[src/logic/core_defs.svh]
`ifndef CORE_DEFS_SVH
`define CORE_DEFS_SVH

// Data and instruction width
`define XLEN 32
// Architectural registers
`define NUM_REGS 32
// Instruction ROM words
`define IMEM_DEPTH 64
// Decode queue depth, also the fetch credit count out of reset
`define QUEUE_CREDITS 2

`endif

[src/logic/pipePkg.sv]
package pipePkg;

    // Operation selected for the execute ALU
    typedef enum logic [2:0] {
        aluAdd,
        aluSub,
        aluAnd,
        aluOr,
        aluXor,
        aluSlt,
        aluPassB
    } aluOpT;

    // Which instruction format the immediate comes from
    typedef enum logic [1:0] {
        immI,
        immB,
        immJ,
        immU
    } immSrcT;

endpackage

[src/logic/executeStage.sv]
`include "core_defs.svh"

module executeStage import pipePkg::*; (
    input  logic                          clk,
    input  logic                          rstN,
    input  logic                          hold,
    input  logic                          issueValid,
    input  aluOpT                         aluOp,
    input  logic                          aluSrcImm,
    input  logic                          regWrite,
    input  logic [`XLEN-1:0]              opA,
    input  logic [`XLEN-1:0]              opB,
    input  logic [`XLEN-1:0]              imm,
    input  logic [$clog2(`NUM_REGS)-1:0]  rd,
    output logic                          regWriteW,
    output logic [$clog2(`NUM_REGS)-1:0]  rdW,
    output logic [`XLEN-1:0]              resultW,
    output logic                          retireValid,
    output logic [$clog2(`NUM_REGS)-1:0]  retireRd,
    output logic [`XLEN-1:0]              retireData
);

    logic [`XLEN-1:0] srcB;
    logic [`XLEN-1:0] aluResult;

    assign srcB = aluSrcImm ? imm : opB;

    always_comb begin
        case (aluOp)
            aluSub:   aluResult = opA - srcB;
            aluAnd:   aluResult = opA & srcB;
            aluOr:    aluResult = opA | srcB;
            aluXor:   aluResult = opA ^ srcB;
            aluSlt:   aluResult = `XLEN'($signed(opA) < $signed(srcB));
            aluPassB: aluResult = srcB;
            default:  aluResult = opA + srcB;
        endcase
    end

    // Writes to x0 are dropped here so they never retire or forward
    always_ff @(posedge clk) begin
        if (!rstN) begin
            regWriteW <= 1'b0;
        end else begin
            regWriteW <= !hold && issueValid && regWrite && rd != '0;
        end
    end

    always_ff @(posedge clk) begin
        if (!hold) begin
            rdW     <= rd;
            resultW <= aluResult;
        end
    end

    // Every register write is a retire
    assign retireValid = regWriteW;
    assign retireRd    = rdW;
    assign retireData  = resultW;

endmodule

[config.mk]
export PLATFORM = sky130hd
export DESIGN_NAME = executeStage
export DESIGN_NICKNAME = d
export VERILOG_FILES = /design/src/logic/pipePkg.sv /design/src/logic/executeStage.sv
export VERILOG_INCLUDE_DIRS = /design/src /design/src/logic
export SDC_FILE = /design/constraint.sdc
export NUM_CORES = 1
export LEC_CHECK = 0
export BUFFER_PORTS_ARGS = -buffer_cell sky130_fd_sc_hd__buf_4
export CAP_MARGIN = 25
export CORE_MARGIN = 1
export CORE_UTILIZATION = 51
export DETAILED_ROUTE_END_ITERATION = 6
export PLACE_DENSITY = 0.78
export SYNTH_ARGS = -nofsm -noshare
export SYNTH_HDL_FRONTEND = slang
export SYNTH_SLANG_ARGS = --single-unit
[constraint.sdc]
create_clock -name clk -period 4 [get_ports clk]
set_clock_uncertainty 0.05 [all_clocks]
set_input_delay 0.2 -clock clk [delete_from_list [all_inputs] [get_ports clk]]
set_output_delay 0.2 -clock clk [all_outputs]
set_load 0.01 [all_outputs]
==> results_dict.tcl <==
set metrics [dict create \
    drive_gt1_share_pct 22.3 \
    cts_buffers 5 \
    initial_core_util_pct 52.3 \
    cts_tree "built" \
    min_path_type "in2reg" \
    clock-sinks 38 \
    cts_hold_buffers 0 \
    fin_crit_sh_pct 88.6 \
    setup_viol 0 \
    synth_seq_cells 38 \
    critical_path.slowest_cell "o31ai_2" \
    dr_total_vias 8429 \
    syn_area_per_cell_um2 7.39 \
    clockRootBuffer "clkbuf_16" \
    worstPathRequired_ns 4.02 \
    syn_to_final_growth_pct 21.5 \
    tightest_slew_ns 0.841 \
    max_slew_margin_pct 43.9 \
    clk_pin_slew_worst_paths_ns 0.08 \
    ys_async_sr_fraction_pct 0 \
    grt_overflow 0 \
    max_freq_mhz 282 \
    grt_max_degree 52 \
    place_congestion 1.03 \
    drt-wirelength-per-cell_um 19.3 \
    finalNetCount 1392 \
    die_h_um 124 \
    worstPathCellList "buf_4 > buf_4 > mux2i_1 > ha_1 > a21oi_1 > o21a_1 > a21oi_4 > o31ai_2 > o41ai_4 > and2b_1 > o311a_1 > and3_1" \
    drt-pass1-iter-count 5 \
    cts_resized 0 \
    fin_crit_ns 3.54 \
    ys_seq_area_share_pct 14.8 \
    die-area_um2 15500 \
    grt_pass1_vias 7778 \
    final_cell_mix "buf_4, inv_1, ha_1" \
    crit_fanout 17 \
    multiInputGateArea_um2 5580 \
    critPathMaxStageDelay_ns 0.54 \
    final_antenna_net_count 0 \
    drv_cap 0 \
    end_kind "flip-flop" \
    status "complete, no violations" \
    netlist_area_um2 7630 \
    wl_um 26400 \
    crit_top_cell "buf_4" \
    finish.utilization_pct 63.5 \
    slew_violations 0 \
    grt_pass1_wl_um 41900 \
    ios 186 \
    clk_path_buf_depth 2 \
    viasPerCell 6.19 \
    synth_cell_types 79 \
    synth_nets 1247 \
    hold_viol 0 \
    post-place-ws_ns 0.162 \
    power.density_nw_per_um2 274 \
    yosysWarningCount 0 \
    placed_area_um2 9100 \
    post_cts_buffers 0 \
    cp_data_arrival_time_ns 3.56 \
    final_common_cell "buf_4" \
    final-seq-area_um2 1130 \
    vdd_drop_max_uv 161 \
    portBuffers 185 \
    synth_enable_flop_cells 37 \
    fin_ws_ns 0.458 \
    route.detailed.drc 0 \
    cts_max_level 2 \
    worstSetupPathType "in2reg" \
    drtIter0Drc 866 \
    synth_flop_cell "edfxtp_1" \
    rsz0062_at_grt "false" \
    antenna_found_initial 0 \
    rows 44 \
    fp.coreArea_um2 14600 \
    gr-usage-all-layers_pct 33.6 \
    startpoint_type "input port" \
    die_w_um 124 \
    syn_inst 1032 \
    tns_ns 0 \
    dpl.hpwl_um 20100 \
    fillers 1367 \
    diodes 0 \
    p_leak_uw 0.00441 \
    fin_area_um2 9270 \
]
-- cells in the mapped netlist (all sizes together), types with 6 or more instances --
master	number	area (um^2)
a211oi	7	52.6
nand4	9	56.3
or3	7	43.8
nor2	95	357
o21ai	71	355
a31oi	11	75.1
inv	112	420
nand3	18	90.1
mux2i	25	250
o211ai	10	75.1
ha	103	1290
nor3	20	100
edfxtp	37	1110
a22oi	9	67.6
nand2	70	265
o21bai	11	82.6
mux2	8	90.1
o311ai	6	52.6
o21a	12	90.1
nand2b	11	68.8
o22ai	21	131
xor2	7	61.3
a221o	11	110
xnor2	29	254
buf	49	335
clkbuf	44	165
o31ai	11	92.6
a21o	17	128
a21oi	100	516
o221ai	10	87.6
-- critical path: cells and delay by family --
family,cells,cell delay (ns)
AO/OA/AOI/OAI,6,1.69
multiplexers,1,0.32
buffers and inverters,2,0.51
AND/OR/NAND/NOR,2,0.40
adder cells (fa/ha/maj),1,0.42
-- metrics by stage --
step | hold slack [ns] | total power [uW] | std cells
after detailed placement | 0.340 | 2000 | 1354
after floorplan | 0.249 | 1520 | 1032
after CTS | 0.0340 | 2500 | 1362
after global routing | 0.0328 | 2680 | 1362
after global placement | 0.339 | 1990 | 1354
final | 0.0367 | 2540 | 1362
-- flip-flops by register name, summed over array words and instances, names as in the netlist --
register / flops
resultW: 32
rdW: 5
regWriteW: 1
-- routing by layer --
layer | part of all wire (%) | vias to the layer above | GRT usage (%) | wire length, um
met1 | 43 | 3915 | 47.3 | 11400
li1 | - | 3968 | - | -
met4 | 2.7 | 0 | 10.8 | 712
met3 | 11 | 61 | 7.09 | 2840
met5 | 0 | - | 0 | 0
met2 | 43 | 485 | 50.8 | 11400
-- logic make-up (layout without fill, tap and decap cells) --
kind of cell | Yosys count | in the layout | synth area share, %
compound gates | 354 | 354 | 30.9
fa+ha+maj | 105 | 105 | 17.4
simple gates | 259 | 259 | 15.8
buf+inv | 206 | 352 | 12.1
mux | 34 | 34 | 4.76
flops | 38 | 38 | 14.8
xor+xnor | 36 | 36 | 4.13
-- worst paths after layout --
check             startpoint          end  cells after the start
setup / recovery   aluSrcImm  resultW[27]                     12
hold / removal         rd[1]       rdW[1]                      1
-- layout make-up --
| type | instances | area share (%) |
|---|---|---|
| repair buffers | 231 | 18.7 |
| multi-input cells | 788 | 60.2 |
| inverters | 113 | 4.58 |
| flip-flops and latches | 38 | 12.2 |
| well taps | 184 | 2.48 |
| clock inverters | 3 | 0.486 |
| clock buffers | 5 | 1.35 |
-- where the power goes --
group | total [uW] | leakage [uW] | switching (uW) | internal, uW
combinational | 1500 | 0.00397 | 852 | 645
sequential | 539 | 0.000369 | 29.9 | 509
clock | 504 | 0.0000760 | 208 | 295
total | 2540 | 0.00441 | 1090 | 1450
Note: power is estimated with default switching activity, not from simulation.
