==> src/logic/core_defs.svh <==
`ifndef CORE_DEFS_SVH
`define CORE_DEFS_SVH

// Data and instruction width
`define XLEN 32
// Architectural registers
`define NUM_REGS 32
// Instruction ROM words
`define IMEM_DEPTH 64
// Decode queue depth, also the fetch credit count out of reset
`define QUEUE_CREDITS 2

`endif

==> src/logic/rvIsaPkg.sv <==
package rvIsaPkg;

    typedef enum logic [6:0] {
        opcReg    = 7'b0110011,
        opcImm    = 7'b0010011,
        opcLui    = 7'b0110111,
        opcBranch = 7'b1100011,
        opcJal    = 7'b1101111,
        opcJalr   = 7'b1100111
    } opcodeT;

    // ALU funct3 codes, shared by register and immediate forms
    localparam logic [2:0] f3AddSub = 3'b000;
    localparam logic [2:0] f3Slt    = 3'b010;
    localparam logic [2:0] f3Xor    = 3'b100;
    localparam logic [2:0] f3Or     = 3'b110;
    localparam logic [2:0] f3And    = 3'b111;

    // Branch funct3 codes
    localparam logic [2:0] f3Beq    = 3'b000;
    localparam logic [2:0] f3Bne    = 3'b001;

    typedef struct packed {
        logic [6:0] funct7;
        logic [4:0] rs2;
        logic [4:0] rs1;
        logic [2:0] funct3;
        logic [4:0] rd;
        logic [6:0] opcode;
    } rFmtT;

    typedef struct packed {
        logic [11:0] imm;
        logic [4:0]  rs1;
        logic [2:0]  funct3;
        logic [4:0]  rd;
        logic [6:0]  opcode;
    } iFmtT;

    typedef struct packed {
        logic       imm12;
        logic [5:0] imm10to5;
        logic [4:0] rs2;
        logic [4:0] rs1;
        logic [2:0] funct3;
        logic [3:0] imm4to1;
        logic       imm11;
        logic [6:0] opcode;
    } bFmtT;

    typedef struct packed {
        logic       imm20;
        logic [9:0] imm10to1;
        logic       imm11;
        logic [7:0] imm19to12;
        logic [4:0] rd;
        logic [6:0] opcode;
    } jFmtT;

    // One instruction word, four ways of reading it
    typedef union packed {
        rFmtT rFmt;
        iFmtT iFmt;
        bFmtT bFmt;
        jFmtT jFmt;
    } instrWordT;

endpackage

==> src/logic/fetchUnit.sv <==
`include "core_defs.svh"

module fetchUnit import rvIsaPkg::*; (
    input  logic                            clk,
    input  logic                            rstN,
    input  logic                            romWe,
    input  logic [$clog2(`IMEM_DEPTH)-1:0]  romAddr,
    input  logic [`XLEN-1:0]                romData,
    input  logic                            redirect,
    input  logic [`XLEN-1:0]                redirectPc,
    input  logic                            creditReturn,
    output logic                            instrValid,
    output instrWordT                       instrWord,
    output logic [`XLEN-1:0]                instrPc
);

    localparam int RomAw   = $clog2(`IMEM_DEPTH);
    localparam int CreditW = $clog2(`QUEUE_CREDITS + 1);

    logic [`XLEN-1:0]   rom [`IMEM_DEPTH];
    logic [`XLEN-1:0]   pc;
    logic [CreditW-1:0] credits;
    logic               send;

    // Hold back while redirecting, the slot would carry a stale PC
    assign send = (credits != '0) && !redirect;

    // ROM loaded by the testbench, word addressed
    always_ff @(posedge clk) begin
        if (romWe) begin
            rom[romAddr] <= romData;
        end
    end

    always_ff @(posedge clk) begin
        if (!rstN) begin
            pc         <= '0;
            credits    <= CreditW'(`QUEUE_CREDITS);
            instrValid <= 1'b0;
        end else if (redirect) begin
            // Queue is flushed on the decode side, so all credits come back
            pc         <= redirectPc;
            credits    <= CreditW'(`QUEUE_CREDITS);
            instrValid <= 1'b0;
        end else begin
            instrValid <= send;
            if (send) begin
                pc <= pc + `XLEN'(4);
            end
            credits <= credits - CreditW'(send) + CreditW'(creditReturn);
        end
    end

    always_ff @(posedge clk) begin
        if (send) begin
            instrWord <= rom[pc[RomAw+1:2]];
            instrPc   <= pc;
        end
    end

    // Decode must never hand back more credits than it was given
    assert property (@(posedge clk) disable iff (!rstN)
        credits <= CreditW'(`QUEUE_CREDITS))
        else $error("fetch credit count above queue depth");

endmodule

==> config.mk <==
export PLATFORM = sky130hd
export DESIGN_NAME = fetchUnit
export DESIGN_NICKNAME = d
export VERILOG_FILES = /design/src/logic/rvIsaPkg.sv /design/src/logic/fetchUnit.sv
export VERILOG_INCLUDE_DIRS = /design/src /design/src/logic
export SDC_FILE = /design/constraint.sdc
export NUM_CORES = 2
export LEC_CHECK = 0
export BUFFER_PORTS_ARGS = -buffer_cell sky130_fd_sc_hd__buf_2
export CELL_PAD_IN_SITES_DETAIL_PLACEMENT = 0
export CELL_PAD_IN_SITES_GLOBAL_PLACEMENT = 1
export CORE_ASPECT_RATIO = 1.2
export CORE_MARGIN = 2
export CORE_UTILIZATION = 32
export CTS_BUF_LIST = sky130_fd_sc_hd__clkbuf_16
export CTS_CLUSTER_DIAMETER = 80
export CTS_CLUSTER_SIZE = 20
export DETAILED_ROUTE_END_ITERATION = 6
export PLACE_DENSITY = 0.48
export SYNTH_ARGS = -nofsm -noshare
export SYNTH_HDL_FRONTEND = slang
export SYNTH_SLANG_ARGS = --single-unit
==> constraint.sdc <==
create_clock -name clk -period 4.9 [get_ports clk]
set_input_delay 0.245 -clock clk [delete_from_list [all_inputs] [get_ports clk]]
set_output_delay 0.245 -clock clk [all_outputs]
set_load 0.01 [all_outputs]
==> parameters.txt <==
Parameter                              Value

Critical path
  Crit Reg-Reg Endpoint    instrWord[9]
  Worst reg2reg setup slack    1.19 ns
  Nature of the critical path startpoint    register
  Count of cells along the worst register-to-register path    7
  Crit path DAT    4.19 ns
  CP Class    register to register
  R2r startpoint    pc[3]
  Data required, critical path    5.38 ns
  Category of the worst setup path capture point    register
  Maximum fanout count along the critical path    62

Drt
  DRC violation count after routing    0
  Starting DRC count in detailed routing    approximately 3700
  Number of nets with antenna violations after routing    0
  Routed via count    38395
  Final routed wire length divided by cell count    33.1 um
  Vias/cell    5.19
  Drt pass-1 iters    5
  Final wirelength    245 mm

Job
  Max-Cap Viols    0

Global route
  GR Layer Usage met2    0.337
  Global-route total usage across every layer    0.187
  Leftover overflow at the end of global routing    0
  Number of antenna violations at the first check in global routing    14
  Maximum number of pins on one net before global-route repair    65
  Number of global-route vias before repair    40456
  First-pass GRT wire length    338 mm
  Busiest grt layer    met2
  GR Util met3    0.0159
  Met1 Resource Use GR    0.243

Placed design
  Count of buffers inserted at the top-level ports    139
  Post-detailed-placement half-perimeter wirelength    around 150 mm
  # placed instances    7162
  Placer Congestion    0.743

Synthesis
  Number of enable flip-flop cells after synthesis    about 2100
  Synth Area per Inst    between 20 and 25 um2
  Main area contributors after synthesis    sky130_fd_sc_hd__edfxtp_1 77%, sky130_fd_sc_hd__mux4_2 14%, sky130_fd_sc_hd__mux2i_1 1.8%
  Fraction of synthesized cell area taken by the top area cell type    0.774
  Synth area leader    sky130_fd_sc_hd__edfxtp_1
  Number of different library cells in the post-synthesis netlist    between 40 and 50
  Share of the yosys chip area belonging to registers    0.782
  Number of register bits inferred by synthesis    about 2100
  Share of synthesized flip-flops with an asynchronous set or reset    0
  Flip-flop cell with the highest count after synthesis    sky130_fd_sc_hd__edfxtp_1
  Warning count from the yosys run    0
  Nets in the synthesized netlist    about 3700
  Syn Std Cell Area    about 82000 um2
  Gate count of the mapped netlist    3621

Timing
  Final count of pins violating max slew    0
  Total Negative Setup Slacks    0 ns
  Max-slew headroom at the worst pin    0.160
  Fraction of the cycle the final worst path needs    0.757
  Hold violation count in the final report    0
  Worst Skew    0.0305 ns
  Final critical path time including I/O delays and setup    approximately 3.7 ns
  Actual transition at the worst max-transition pin    1.26 ns
  Fmax    0.270 GHz
  Setup repair after global routing missed its margin    false
  Count of final setup violators    0

Clock network
  Post CTS Setup Buffer Count    0
  Quantity of gates resized following cts    0
  Hold buffer count at cts    63
  Root cell of the clock tree    sky130_fd_sc_hd__clkbuf_16
  Clock Path Buffers    3
  CTS sink count    2147
  CTS buffer count    121
  H-tree level count    3
  Clock transition at the register clock pins on the worst setup and hold paths after CTS    0.08 ns
  Clock tree from TritonCTS    built
  Clk_lat worst skew    around 0.8 ns

Floorplan
  Width of the die    between 400 and 500 um
  Die Y    between 500 and 600 um
  Number of ports placed on the die boundary    140
  DIE AREA    260000 um2
  Site Rows    between 200 and 250
  Initial Utilization    0.322
  Placeable core area    255000 um2

Finish
  Top library cells by usage in the layout, fill and taps aside    2112 x sky130_fd_sc_hd__edfxtp_1, 517 x sky130_fd_sc_hd__mux4_2, 174 x sky130_fd_sc_hd__buf_4
  Number of nets in the finished design    4044
  Leading cell type in the layout, fill and taps excluded    sky130_fd_sc_hd__edfxtp_1
  Count of non-filler cells in the finished layout    7405
  Fraction of final layout cells with drive strength greater than 1    0.275
  Area growth from synthesis to layout    13.1%

Power
  Maximum VDD drop    0.000335 V
  Power density of the placed cells    367 nW/um2
  Leakage component of the power    27.6 nW

Worst hold path
  Launch instance of the worst min-delay path    romData[9]
  Path category of the worst min-delay check    input port to register
  Instance count along the most critical hold path    2
  Worst Hold Endpoint    rom[4][9]

Run status
  Run status    finished clean
-- final cells by class --
type	instances	area (um2)
inverter	11	41.3
fill	23180	162000
multi-input combinational	1264	17300
clock buffer	125	3130
tap	3382	4230
clock inverter	41	270
antenna	14	35.0
timing repair buffer	421	3530
sequential	2147	64100
-- sequential cells by signal, summed over array words and instances, names as in the netlist --
name and count:
credits 2, instrPc 32, instrValid 1, instrWord 32, pc 32, rom 2048
-- cells in the mapped netlist, types with 3 or more instances --
master	count
sky130_fd_sc_hd__a211oi_1	8
sky130_fd_sc_hd__a22oi_1	80
sky130_fd_sc_hd__nor4_1	9
sky130_fd_sc_hd__o211a_1	3
sky130_fd_sc_hd__inv_1	10
sky130_fd_sc_hd__nand2b_1	26
sky130_fd_sc_hd__nor2b_1	15
sky130_fd_sc_hd__buf_4	27
sky130_fd_sc_hd__a221o_1	8
sky130_fd_sc_hd__or3_1	9
sky130_fd_sc_hd__ha_1	3
sky130_fd_sc_hd__nand3_1	27
sky130_fd_sc_hd__o22ai_1	21
sky130_fd_sc_hd__o211ai_1	8
sky130_fd_sc_hd__o31ai_1	11
sky130_fd_sc_hd__o21ai_0	60
sky130_fd_sc_hd__a21oi_1	43
sky130_fd_sc_hd__nand2_1	37
sky130_fd_sc_hd__and4_1	5
sky130_fd_sc_hd__buf_1	26
sky130_fd_sc_hd__mux2i_1	146
sky130_fd_sc_hd__edfxtp_1	2112
sky130_fd_sc_hd__o221ai_1	13
sky130_fd_sc_hd__and2_1	11
sky130_fd_sc_hd__xor2_1	5
sky130_fd_sc_hd__a221oi_1	8
sky130_fd_sc_hd__nand4_1	18
sky130_fd_sc_hd__clkbuf_1	69
sky130_fd_sc_hd__a21o_1	11
sky130_fd_sc_hd__a22o_1	8
sky130_fd_sc_hd__nor3_2	4
sky130_fd_sc_hd__buf_2	67
sky130_fd_sc_hd__buf_6	8
sky130_fd_sc_hd__nand3b_1	3
sky130_fd_sc_hd__nor3_1	4
sky130_fd_sc_hd__mux4_2	517
sky130_fd_sc_hd__nor2_1	107
sky130_fd_sc_hd__dfxtp_1	35
sky130_fd_sc_hd__xnor2_1	26
-- critical path, cell delays in order (launching register included) --
cell,delay [ns]
sky130_fd_sc_hd__dfxtp_4,0.88
sky130_fd_sc_hd__buf_12,0.38
sky130_fd_sc_hd__buf_4,0.31
sky130_fd_sc_hd__mux4_2,0.31
sky130_fd_sc_hd__mux2i_1,0.15
sky130_fd_sc_hd__nor2_1,0.07
sky130_fd_sc_hd__o31ai_1,0.99
sky130_fd_sc_hd__nand4_1,0.18
-- where the power goes --
part | switching (mW) | total, mW | internal, mW | leakage (nW)
clock | 5.99 | 10.7 | 4.68 | 1.73
combinational | 1.66 | 2.78 | 1.13 | 6.51
sequential | 0.166 | 20.5 | 20.4 | 19.4
-- cells by family (layout without fill, tap and decap cells) --
family,Yosys count,in the layout,synth area share
xor gates and xnor gates,31,31,0.00331
AOI/OAI and AO/OA,285,285,0.0235
and+or+nand+nor,282,282,0.0175
DFF,2147,2147,0.782
adders and majority gates,3,3,0.000458
muxes,663,663,0.160
other,0,14,0
buffers and inverters,210,598,0.0129
-- metal layers --
metal,part of all wire,routed length (um)
met1,0.42,103000
met2,0.53,130000
met3,0.032,7920
met4,0.020,4840
met5,0,0
-- worst max-delay path by stage --
| stage | from | to | slack, ns |
|---|---|---|---|
| after floorplan | credits[1] | credits[1] | 0.38 |
| after global placement | pc[2] | instrWord[30] | 1.0 |
| after detailed placement | pc[2] | instrWord[30] | 1.06 |
| after CTS | pc[2] | instrWord[30] | 1.03 |
| after global routing | pc[2] | pc[10] | 1.0 |
| final | pc[3] | instrWord[9] | 1.19 |
-- metrics by stage --
step | hold slack [ns] | setup slack [ns] | instance area, um2 | util | total power, mW
final | 0.0944 | 1.19 | 92700 | 0.364 | 34.0
after floorplan | 0.344 | 0.380 | 81900 | - | 22.4
after detailed placement | 0.417 | 1.06 | 88600 | 0.348 | 23.8
after global routing | 0.110 | 0.997 | 92700 | 0.364 | 35.1
after global placement | 0.414 | 0.999 | 88600 | 0.348 | 23.8
after CTS | 0.0603 | 1.03 | 92600 | 0.364 | 34.4
No activity file was read; power rests on OpenSTA's default activity.
