--- src/logic/core_defs.svh ---
`ifndef CORE_DEFS_SVH
`define CORE_DEFS_SVH

// Data and instruction width
`define XLEN 32
// Architectural registers
`define NUM_REGS 32
// Instruction ROM words
`define IMEM_DEPTH 64
// Decode queue depth, also the fetch credit count out of reset
`define QUEUE_CREDITS 2

`endif

--- src/logic/pipePkg.sv ---
package pipePkg;

    // Operation selected for the execute ALU
    typedef enum logic [2:0] {
        aluAdd,
        aluSub,
        aluAnd,
        aluOr,
        aluXor,
        aluSlt,
        aluPassB
    } aluOpT;

    // Which instruction format the immediate comes from
    typedef enum logic [1:0] {
        immI,
        immB,
        immJ,
        immU
    } immSrcT;

endpackage

--- src/logic/rvIsaPkg.sv ---
package rvIsaPkg;

    typedef enum logic [6:0] {
        opcReg    = 7'b0110011,
        opcImm    = 7'b0010011,
        opcLui    = 7'b0110111,
        opcBranch = 7'b1100011,
        opcJal    = 7'b1101111,
        opcJalr   = 7'b1100111
    } opcodeT;

    // ALU funct3 codes, shared by register and immediate forms
    localparam logic [2:0] f3AddSub = 3'b000;
    localparam logic [2:0] f3Slt    = 3'b010;
    localparam logic [2:0] f3Xor    = 3'b100;
    localparam logic [2:0] f3Or     = 3'b110;
    localparam logic [2:0] f3And    = 3'b111;

    // Branch funct3 codes
    localparam logic [2:0] f3Beq    = 3'b000;
    localparam logic [2:0] f3Bne    = 3'b001;

    typedef struct packed {
        logic [6:0] funct7;
        logic [4:0] rs2;
        logic [4:0] rs1;
        logic [2:0] funct3;
        logic [4:0] rd;
        logic [6:0] opcode;
    } rFmtT;

    typedef struct packed {
        logic [11:0] imm;
        logic [4:0]  rs1;
        logic [2:0]  funct3;
        logic [4:0]  rd;
        logic [6:0]  opcode;
    } iFmtT;

    typedef struct packed {
        logic       imm12;
        logic [5:0] imm10to5;
        logic [4:0] rs2;
        logic [4:0] rs1;
        logic [2:0] funct3;
        logic [3:0] imm4to1;
        logic       imm11;
        logic [6:0] opcode;
    } bFmtT;

    typedef struct packed {
        logic       imm20;
        logic [9:0] imm10to1;
        logic       imm11;
        logic [7:0] imm19to12;
        logic [4:0] rd;
        logic [6:0] opcode;
    } jFmtT;

    // One instruction word, four ways of reading it
    typedef union packed {
        rFmtT rFmt;
        iFmtT iFmt;
        bFmtT bFmt;
        jFmtT jFmt;
    } instrWordT;

endpackage

--- src/logic/controlUnit.sv ---
module controlUnit import rvIsaPkg::*, pipePkg::*; (
    input  instrWordT instr,
    output logic      regWrite,
    output aluOpT     aluOp,
    output logic      aluSrcImm,
    output immSrcT    immSrc,
    output logic      beq,
    output logic      bne,
    output logic      jump,
    output logic      jumpReg
);

    logic isSub;

    // funct7 bit 5 only selects SUB in the register form
    assign isSub = (instr.rFmt.opcode == opcReg) && instr.rFmt.funct7[5];

    always_comb begin
        regWrite  = 1'b0;
        aluOp     = aluAdd;
        aluSrcImm = 1'b0;
        immSrc    = immI;
        beq       = 1'b0;
        bne       = 1'b0;
        jump      = 1'b0;
        jumpReg   = 1'b0;
        case (instr.rFmt.opcode)
            opcReg, opcImm: begin
                regWrite  = 1'b1;
                aluSrcImm = (instr.rFmt.opcode == opcImm);
                case (instr.rFmt.funct3)
                    f3AddSub: aluOp = isSub ? aluSub : aluAdd;
                    f3Slt:    aluOp = aluSlt;
                    f3Xor:    aluOp = aluXor;
                    f3Or:     aluOp = aluOr;
                    f3And:    aluOp = aluAnd;
                    // Shifts and SLTU are not implemented
                    default:  regWrite = 1'b0;
                endcase
            end
            opcLui: begin
                regWrite  = 1'b1;
                aluOp     = aluPassB;
                aluSrcImm = 1'b1;
                immSrc    = immU;
            end
            opcBranch: begin
                immSrc = immB;
                beq    = (instr.rFmt.funct3 == f3Beq);
                bne    = (instr.rFmt.funct3 == f3Bne);
            end
            // Link value arrives as the immediate, ALU just passes it
            opcJal: begin
                regWrite  = 1'b1;
                aluOp     = aluPassB;
                aluSrcImm = 1'b1;
                immSrc    = immJ;
                jump      = 1'b1;
            end
            opcJalr: begin
                regWrite  = 1'b1;
                aluOp     = aluPassB;
                aluSrcImm = 1'b1;
                jumpReg   = 1'b1;
            end
            default: ;
        endcase
    end

endmodule

--- src/logic/decodeStage.sv ---
`include "core_defs.svh"

module decodeStage import rvIsaPkg::*, pipePkg::*; (
    input  logic                          clk,
    input  logic                          rstN,
    input  logic                          instrValid,
    input  instrWordT                     instrWord,
    input  logic [`XLEN-1:0]              instrPc,
    input  logic                          hold,
    input  logic                          regWriteW,
    input  logic [$clog2(`NUM_REGS)-1:0]  rdW,
    input  logic [`XLEN-1:0]              resultW,
    output logic                          creditReturn,
    output logic                          redirect,
    output logic [`XLEN-1:0]              redirectPc,
    output logic                          issueValid,
    output aluOpT                         aluOp,
    output logic                          aluSrcImm,
    output logic                          regWrite,
    output logic [`XLEN-1:0]              opA,
    output logic [`XLEN-1:0]              opB,
    output logic [`XLEN-1:0]              imm,
    output logic [$clog2(`NUM_REGS)-1:0]  rd,
    output logic [`XLEN-1:0]              a0
);

    localparam int QDepth = `QUEUE_CREDITS;
    localparam int PtrW   = $clog2(QDepth);
    localparam int CntW   = $clog2(QDepth + 1);
    localparam int RegAw  = $clog2(`NUM_REGS);

    instrWordT              qWord [QDepth];
    logic [`XLEN-1:0]       qPc [QDepth];
    logic [PtrW-1:0]        rdPtr, wrPtr;
    logic [CntW-1:0]        count;

    instrWordT              head;
    logic [`XLEN-1:0]       headPc;
    logic                   headValid, push, issue, hazard, taken;
    logic [RegAw-1:0]       rs1, rs2;

    logic                   regWriteD, aluSrcImmD, beqD, bneD, jumpD, jumpRegD;
    aluOpT                  aluOpD;
    immSrcT                 immSrc;

    logic [`XLEN-1:0]       rdata1, rdata2, fwdA, fwdB;
    logic [`XLEN-1:0]       immExt, pcPlus4, jalrSum;

    // Instruction queue is flushed on redirect without returning credits
    assign push      = instrValid && !redirect;
    assign headValid = (count != '0);
    assign head      = qWord[rdPtr];
    assign headPc    = qPc[rdPtr];

    always_ff @(posedge clk) begin
        if (!rstN || redirect) begin
            rdPtr <= '0;
            wrPtr <= '0;
            count <= '0;
        end else begin
            if (push) begin
                wrPtr <= wrPtr + 1'b1;
            end
            if (issue) begin
                rdPtr <= rdPtr + 1'b1;
            end
            count <= count + CntW'(push) - CntW'(issue);
        end
    end

    always_ff @(posedge clk) begin
        if (push) begin
            qWord[wrPtr] <= instrWord;
            qPc[wrPtr]   <= instrPc;
        end
    end

    controlUnit ctrl (
        .instr(head),
        .regWrite(regWriteD),
        .aluOp(aluOpD),
        .aluSrcImm(aluSrcImmD),
        .immSrc(immSrc),
        .beq(beqD),
        .bne(bneD),
        .jump(jumpD),
        .jumpReg(jumpRegD)
    );

    assign rs1 = head.rFmt.rs1;
    assign rs2 = head.rFmt.rs2;

    regFile regs (
        .clk(clk),
        .rstN(rstN),
        .we(regWriteW),
        .waddr(rdW),
        .wdata(resultW),
        .raddr1(rs1),
        .raddr2(rs2),
        .rdata1(rdata1),
        .rdata2(rdata2),
        .a0(a0)
    );

    // Writeback result forwarded to matching source registers
    assign fwdA = (regWriteW && rdW == rs1) ? resultW : rdata1;
    assign fwdB = (regWriteW && rdW == rs2) ? resultW : rdata2;

    // Stall one cycle while the producer is still in execute
    assign hazard = issueValid && regWrite && rd != '0 && (rd == rs1 || rd == rs2);
    assign issue  = headValid && !hold && !hazard;

    always_comb begin
        case (immSrc)
            immB: immExt = {{19{head.bFmt.imm12}}, head.bFmt.imm12, head.bFmt.imm11,
                            head.bFmt.imm10to5, head.bFmt.imm4to1, 1'b0};
            immJ: immExt = {{11{head.jFmt.imm20}}, head.jFmt.imm20, head.jFmt.imm19to12,
                            head.jFmt.imm11, head.jFmt.imm10to1, 1'b0};
            // upper 20 bits sit in the J view in their natural order
            immU: immExt = {head.jFmt.imm20, head.jFmt.imm10to1, head.jFmt.imm11,
                            head.jFmt.imm19to12, 12'b0};
            default: immExt = {{20{head.iFmt.imm[11]}}, head.iFmt.imm};
        endcase
    end

    // Early branch and jump resolution at the queue head
    assign pcPlus4    = headPc + `XLEN'(4);
    assign jalrSum    = fwdA + immExt;
    assign taken      = (beqD && fwdA == fwdB) || (bneD && fwdA != fwdB) || jumpD || jumpRegD;
    assign redirect   = issue && taken;
    assign redirectPc = jumpRegD ? {jalrSum[`XLEN-1:1], 1'b0} : headPc + immExt;

    assign creditReturn = issue;

    // Execute pipeline register keeps its value while hold is high
    always_ff @(posedge clk) begin
        if (!rstN) begin
            issueValid <= 1'b0;
            regWrite   <= 1'b0;
        end else if (!hold) begin
            // Branches leave as bubbles
            issueValid <= issue && !(beqD || bneD);
            regWrite   <= regWriteD;
        end
    end

    always_ff @(posedge clk) begin
        if (!hold) begin
            aluOp     <= aluOpD;
            aluSrcImm <= aluSrcImmD;
            opA       <= fwdA;
            opB       <= fwdB;
            imm       <= (jumpD || jumpRegD) ? pcPlus4 : immExt;
            rd        <= head.rFmt.rd;
        end
    end

    // Fetch credits should make overflow impossible
    assert property (@(posedge clk) disable iff (!rstN)
        push |-> count < CntW'(QDepth))
        else $error("push into full decode queue");

endmodule

--- src/logic/regFile.sv ---
`include "core_defs.svh"

module regFile (
    input  logic                          clk,
    input  logic                          rstN,
    input  logic                          we,
    input  logic [$clog2(`NUM_REGS)-1:0]  waddr,
    input  logic [`XLEN-1:0]              wdata,
    input  logic [$clog2(`NUM_REGS)-1:0]  raddr1,
    input  logic [$clog2(`NUM_REGS)-1:0]  raddr2,
    output logic [`XLEN-1:0]              rdata1,
    output logic [`XLEN-1:0]              rdata2,
    output logic [`XLEN-1:0]              a0
);

    logic [`XLEN-1:0] regs [`NUM_REGS];

    always_ff @(posedge clk) begin
        if (!rstN) begin
            for (int i = 0; i < `NUM_REGS; i++) begin
                regs[i] <= '0;
            end
        end else if (we && waddr != '0) begin
            regs[waddr] <= wdata;
        end
    end

    // x0 is never written, so it reads back as zero
    assign rdata1 = regs[raddr1];
    assign rdata2 = regs[raddr2];
    assign a0     = regs[10];

endmodule

--- config.mk ---
export PLATFORM = sky130hd
export DESIGN_NAME = decodeStage
export DESIGN_NICKNAME = d
export VERILOG_FILES = /design/src/logic/pipePkg.sv /design/src/logic/rvIsaPkg.sv /design/src/logic/controlUnit.sv /design/src/logic/decodeStage.sv /design/src/logic/regFile.sv
export VERILOG_INCLUDE_DIRS = /design/src /design/src/logic
export SDC_FILE = /design/constraint.sdc
export NUM_CORES = 2
export LEC_CHECK = 0
export BUFFER_PORTS_ARGS = -buffer_cell sky130_fd_sc_hd__buf_2
export CORE_AREA = 2 2 474 476
export DETAILED_ROUTE_END_ITERATION = 8
export DIE_AREA = 0 0 476 478
export GPL_TIMING_DRIVEN = 0
export SYNTH_ARGS = -nofsm -noshare
export SYNTH_HDL_FRONTEND = slang
export SYNTH_HIERARCHICAL = 1
export SYNTH_SLANG_ARGS = --single-unit
--- constraint.sdc ---
create_clock -name clk -period 10 [get_ports clk]
set_clock_uncertainty 0.1 [all_clocks]
set_input_delay 0 -clock clk [delete_from_list [all_inputs] [get_ports clk]]
set_output_delay 0 -clock clk [all_outputs]
set_load 0.05 [all_outputs]
==> impl_metrics.json <==
{
  "fin_area_mm2": 0.08414,
  "worst_pin_slew_ns": 1.698,
  "io_pins": 279,
  "hold_path.class": "in2reg",
  "drt-pass1-iter-count": 6,
  "setup-violations-final": 0,
  "critPathMaxFanout": 10,
  "crit_end": "redirectPc[28]",
  "grt_max_degree": 65,
  "cts_sinks": 1264,
  "cts_buffers": 149,
  "antenna_found_initial": 42,
  "finalHoldViolCount": 0,
  "power_mw": 20.89,
  "rr_endpoint": "qPc[1][28]",
  "cts_tree": "yes",
  "grt_pass1_vias": 54573,
  "critical_path_class": "reg2out",
  "routabilityCongestion": 1.030,
  "cp.required_ns": 9.90,
  "syn_area_mm2": 0.07094,
  "power_density_mw_per_mm2": 248.3,
  "rrSetupSlack_ns": 0.67,
  "vias": 56771,
  "violations": "max-capacitance violations, max-slew violations",
  "drv_slew": 34,
  "viasPerCell": 5.708,
  "grt_remaining_overflow": 0,
  "layout.nets": 6981,
  "hpwlAfterDp_um": 241600,
  "period_share_pct": 96.49,
  "core_mm2": 0.2232,
  "rsz0062_at_grt": "no",
  "layout.cells.non_filler": 9945,
  "drt_wl_total_um": 316800,
  "slew_headroom_pct": -13.62,
  "clockBufferDepth": 3,
  "area_delta_synth_final_pct": 18.61,
  "cts_max_level": 4,
  "num-fill-cells": 21692,
  "drtIter0Drc": 7934,
  "path_clk_slew_ns": 0.06,
  "r2r.worst_path.cells": 20,
  "drive_above_1_share_pct": 11.95,
  "fin_crit_ns": 9.649,
  "leakagePower_nw": 32.61,
  "synth.avg_cell_area_um2": 11.57,
  "start_util_pct": 31.79,
  "placed_area_mm2": 0.07767,
  "yosys_warnings": 6,
  "clock.fmax_mhz": 103.6,
  "vdd_ir_drop_max_uv": 187.5,
  "crit_arrival_ns": 9.55,
  "io_buffers": 278,
  "cts_root_buf": "clkbuf_16",
  "outcome": "finished with violations",
  "drtAntennaViolNets": 0,
  "grtUsageTotal_pct": 27.06,
  "die_h_um": 478,
  "critPathCaptureType": "output port",
  "place_inst": 9485,
  "die_area_mm2": 0.2275,
  "cap_violations": 6,
  "grt_pass1_wl_um": 428300,
  "startpoint_type": "flip-flop",
  "dieWidth_um": 476,
  "clk_latency_ns": 0.83,
  "rows": 174,
  "wire_per_inst_um": 31.86,
  "setup_tns_ns": 0,
  "drc": 0,
  "synth_cells": 6130
}
==> layer usage <==
| metal | global-route usage [%] | vias to the layer above | share of wire, % | wire [µm] |
|---|---|---|---|---|
| li1 | - | 23942 | - | - |
| met1 | 34.75 | 28420 | 39 | 122800 |
| met2 | 40.44 | 3612 | 43 | 137400 |
| met3 | 6.866 | 791 | 11 | 33390 |
| met4 | 17.25 | 6 | 7.3 | 23180 |
| met5 | 0 | - | 0.010 | 33 |
==> critical path, stage by stage (launching register included) <==
cell,delay [ns]
dfxtp_1,0.32
buf_6,0.13
mux2i_2,0.94
inv_1,0.23
nor2_1,0.18
buf_2,0.37
buf_2,0.59
clkbuf_1,0.57
nand2_1,0.11
a31oi_1,0.48
nand3_1,0.41
nand2_1,0.14
nand2_1,0.27
ha_1,0.39
clkbuf_1,0.31
nand4_1,0.28
a211o_1,0.33
a31oi_1,0.20
a311oi_1,0.17
o311ai_1,0.53
nand2_1,0.22
o31ai_1,0.53
o21a_1,0.20
nor3_1,0.05
o31ai_1,0.38
buf_2,0.36
==> cells in the final DEF, fill, tap and decap left out, types with 34 or more instances in the layout <==
cell type / count
and2_1: 1000
ha_1: 64
inv_1: 61
a22o_1: 142
xor2_1: 57
a21oi_1: 321
edfxtp_1: 1257
nand3_1: 221
buf_4: 46
clkbuf_1: 320
o21ai_0: 111
dlygate4sd3_1: 167
nor3_1: 86
a31oi_1: 72
nand2_1: 433
clkbuf_2: 38
a22oi_1: 198
clkinv_1: 36
diode_2: 35
mux2_2: 34
xnor2_1: 75
clkbuf_16: 151
buf_2: 383
mux2i_1: 1057
nor2_1: 95
==> registers in the layout (all words and copies together), names as in the netlist, named ones only <==
name and count:
aluSrcImm 1, imm 32, opB 32, qWord 64
rd 5, regWrite 1, count 2, opA 32
aluOp 3, issueValid 1, wrPtr 1, regs/regs 1024
rdPtr 1, qPc 64
==> how the worst min path moves through the flow <==
stage / startpoint / end / slack (ns) / depth (start not counted)
5_1_grt: rstN / count[0] / 0.07 / 4
2_1_floorplan: instrPc[0] / qPc[0][0] / -0.001 / 0
6_report: resultW[18] / regs/regs[5][18] / 0.09 / 3
3_3_place_gp: instrPc[25] / qPc[0][25] / 0.09 / 1
3_5_place_dp: instrPc[29] / qPc[0][29] / 0.09 / 1
4_1_cts: rstN / count[0] / 0.03 / 4
==> where the power goes <==
part	switching, mW	internal, mW
Clock	2.30	3.06
Combinational	6.45	2.57
Sequential	0.207	6.30
==> stage by stage <==
| stage | hold WS, ns | worst slack (ns) | util [%] |
|---|---|---|---|
| 2_1_floorplan | -0.001131 | 1.804 | - |
| 4_1_cts | 0.03144 | 0.1180 | 37.66 |
| 6_report | 0.09469 | 0.3514 | 37.71 |
| 5_1_grt | 0.07095 | 0.1412 | 37.68 |
| 3_5_place_dp | 0.09328 | -0.7883 | 34.81 |
| 3_3_place_gp | 0.08990 | -3.833 | 34.14 |
==> layout make-up <==
| class | count | area, µm² | area share [%] |
|---|---|---|---|
| inverters | 63 | 241.5 | 0.2870 |
| clock inverters | 77 | 794.5 | 0.9443 |
| multi-input cells | 4322 | 31040 | 36.89 |
| repair buffers | 500 | 4172 | 4.958 |
| diodes | 35 | 87.58 | 0.1041 |
| plain buffers | 509 | 2281 | 2.711 |
| well taps | 2992 | 3744 | 4.449 |
| flip-flops and latches | 1264 | 37890 | 45.03 |
| clock buffers | 183 | 3899 | 4.634 |
==> repair_timing <==
| action | in CTS | in global routing |
|---|---|---|
| endpoints found under the hold margin | 1016 | 0 |
| hold buffers | 167 | 0 |
| setup buffers | 0 | 0 |
| setup endpoints to repair | 22 | 24 |
| gates resized for setup | 3 | 5 |
| pin swaps | 0 | 0 |
(Power assumes the default switching activity.)
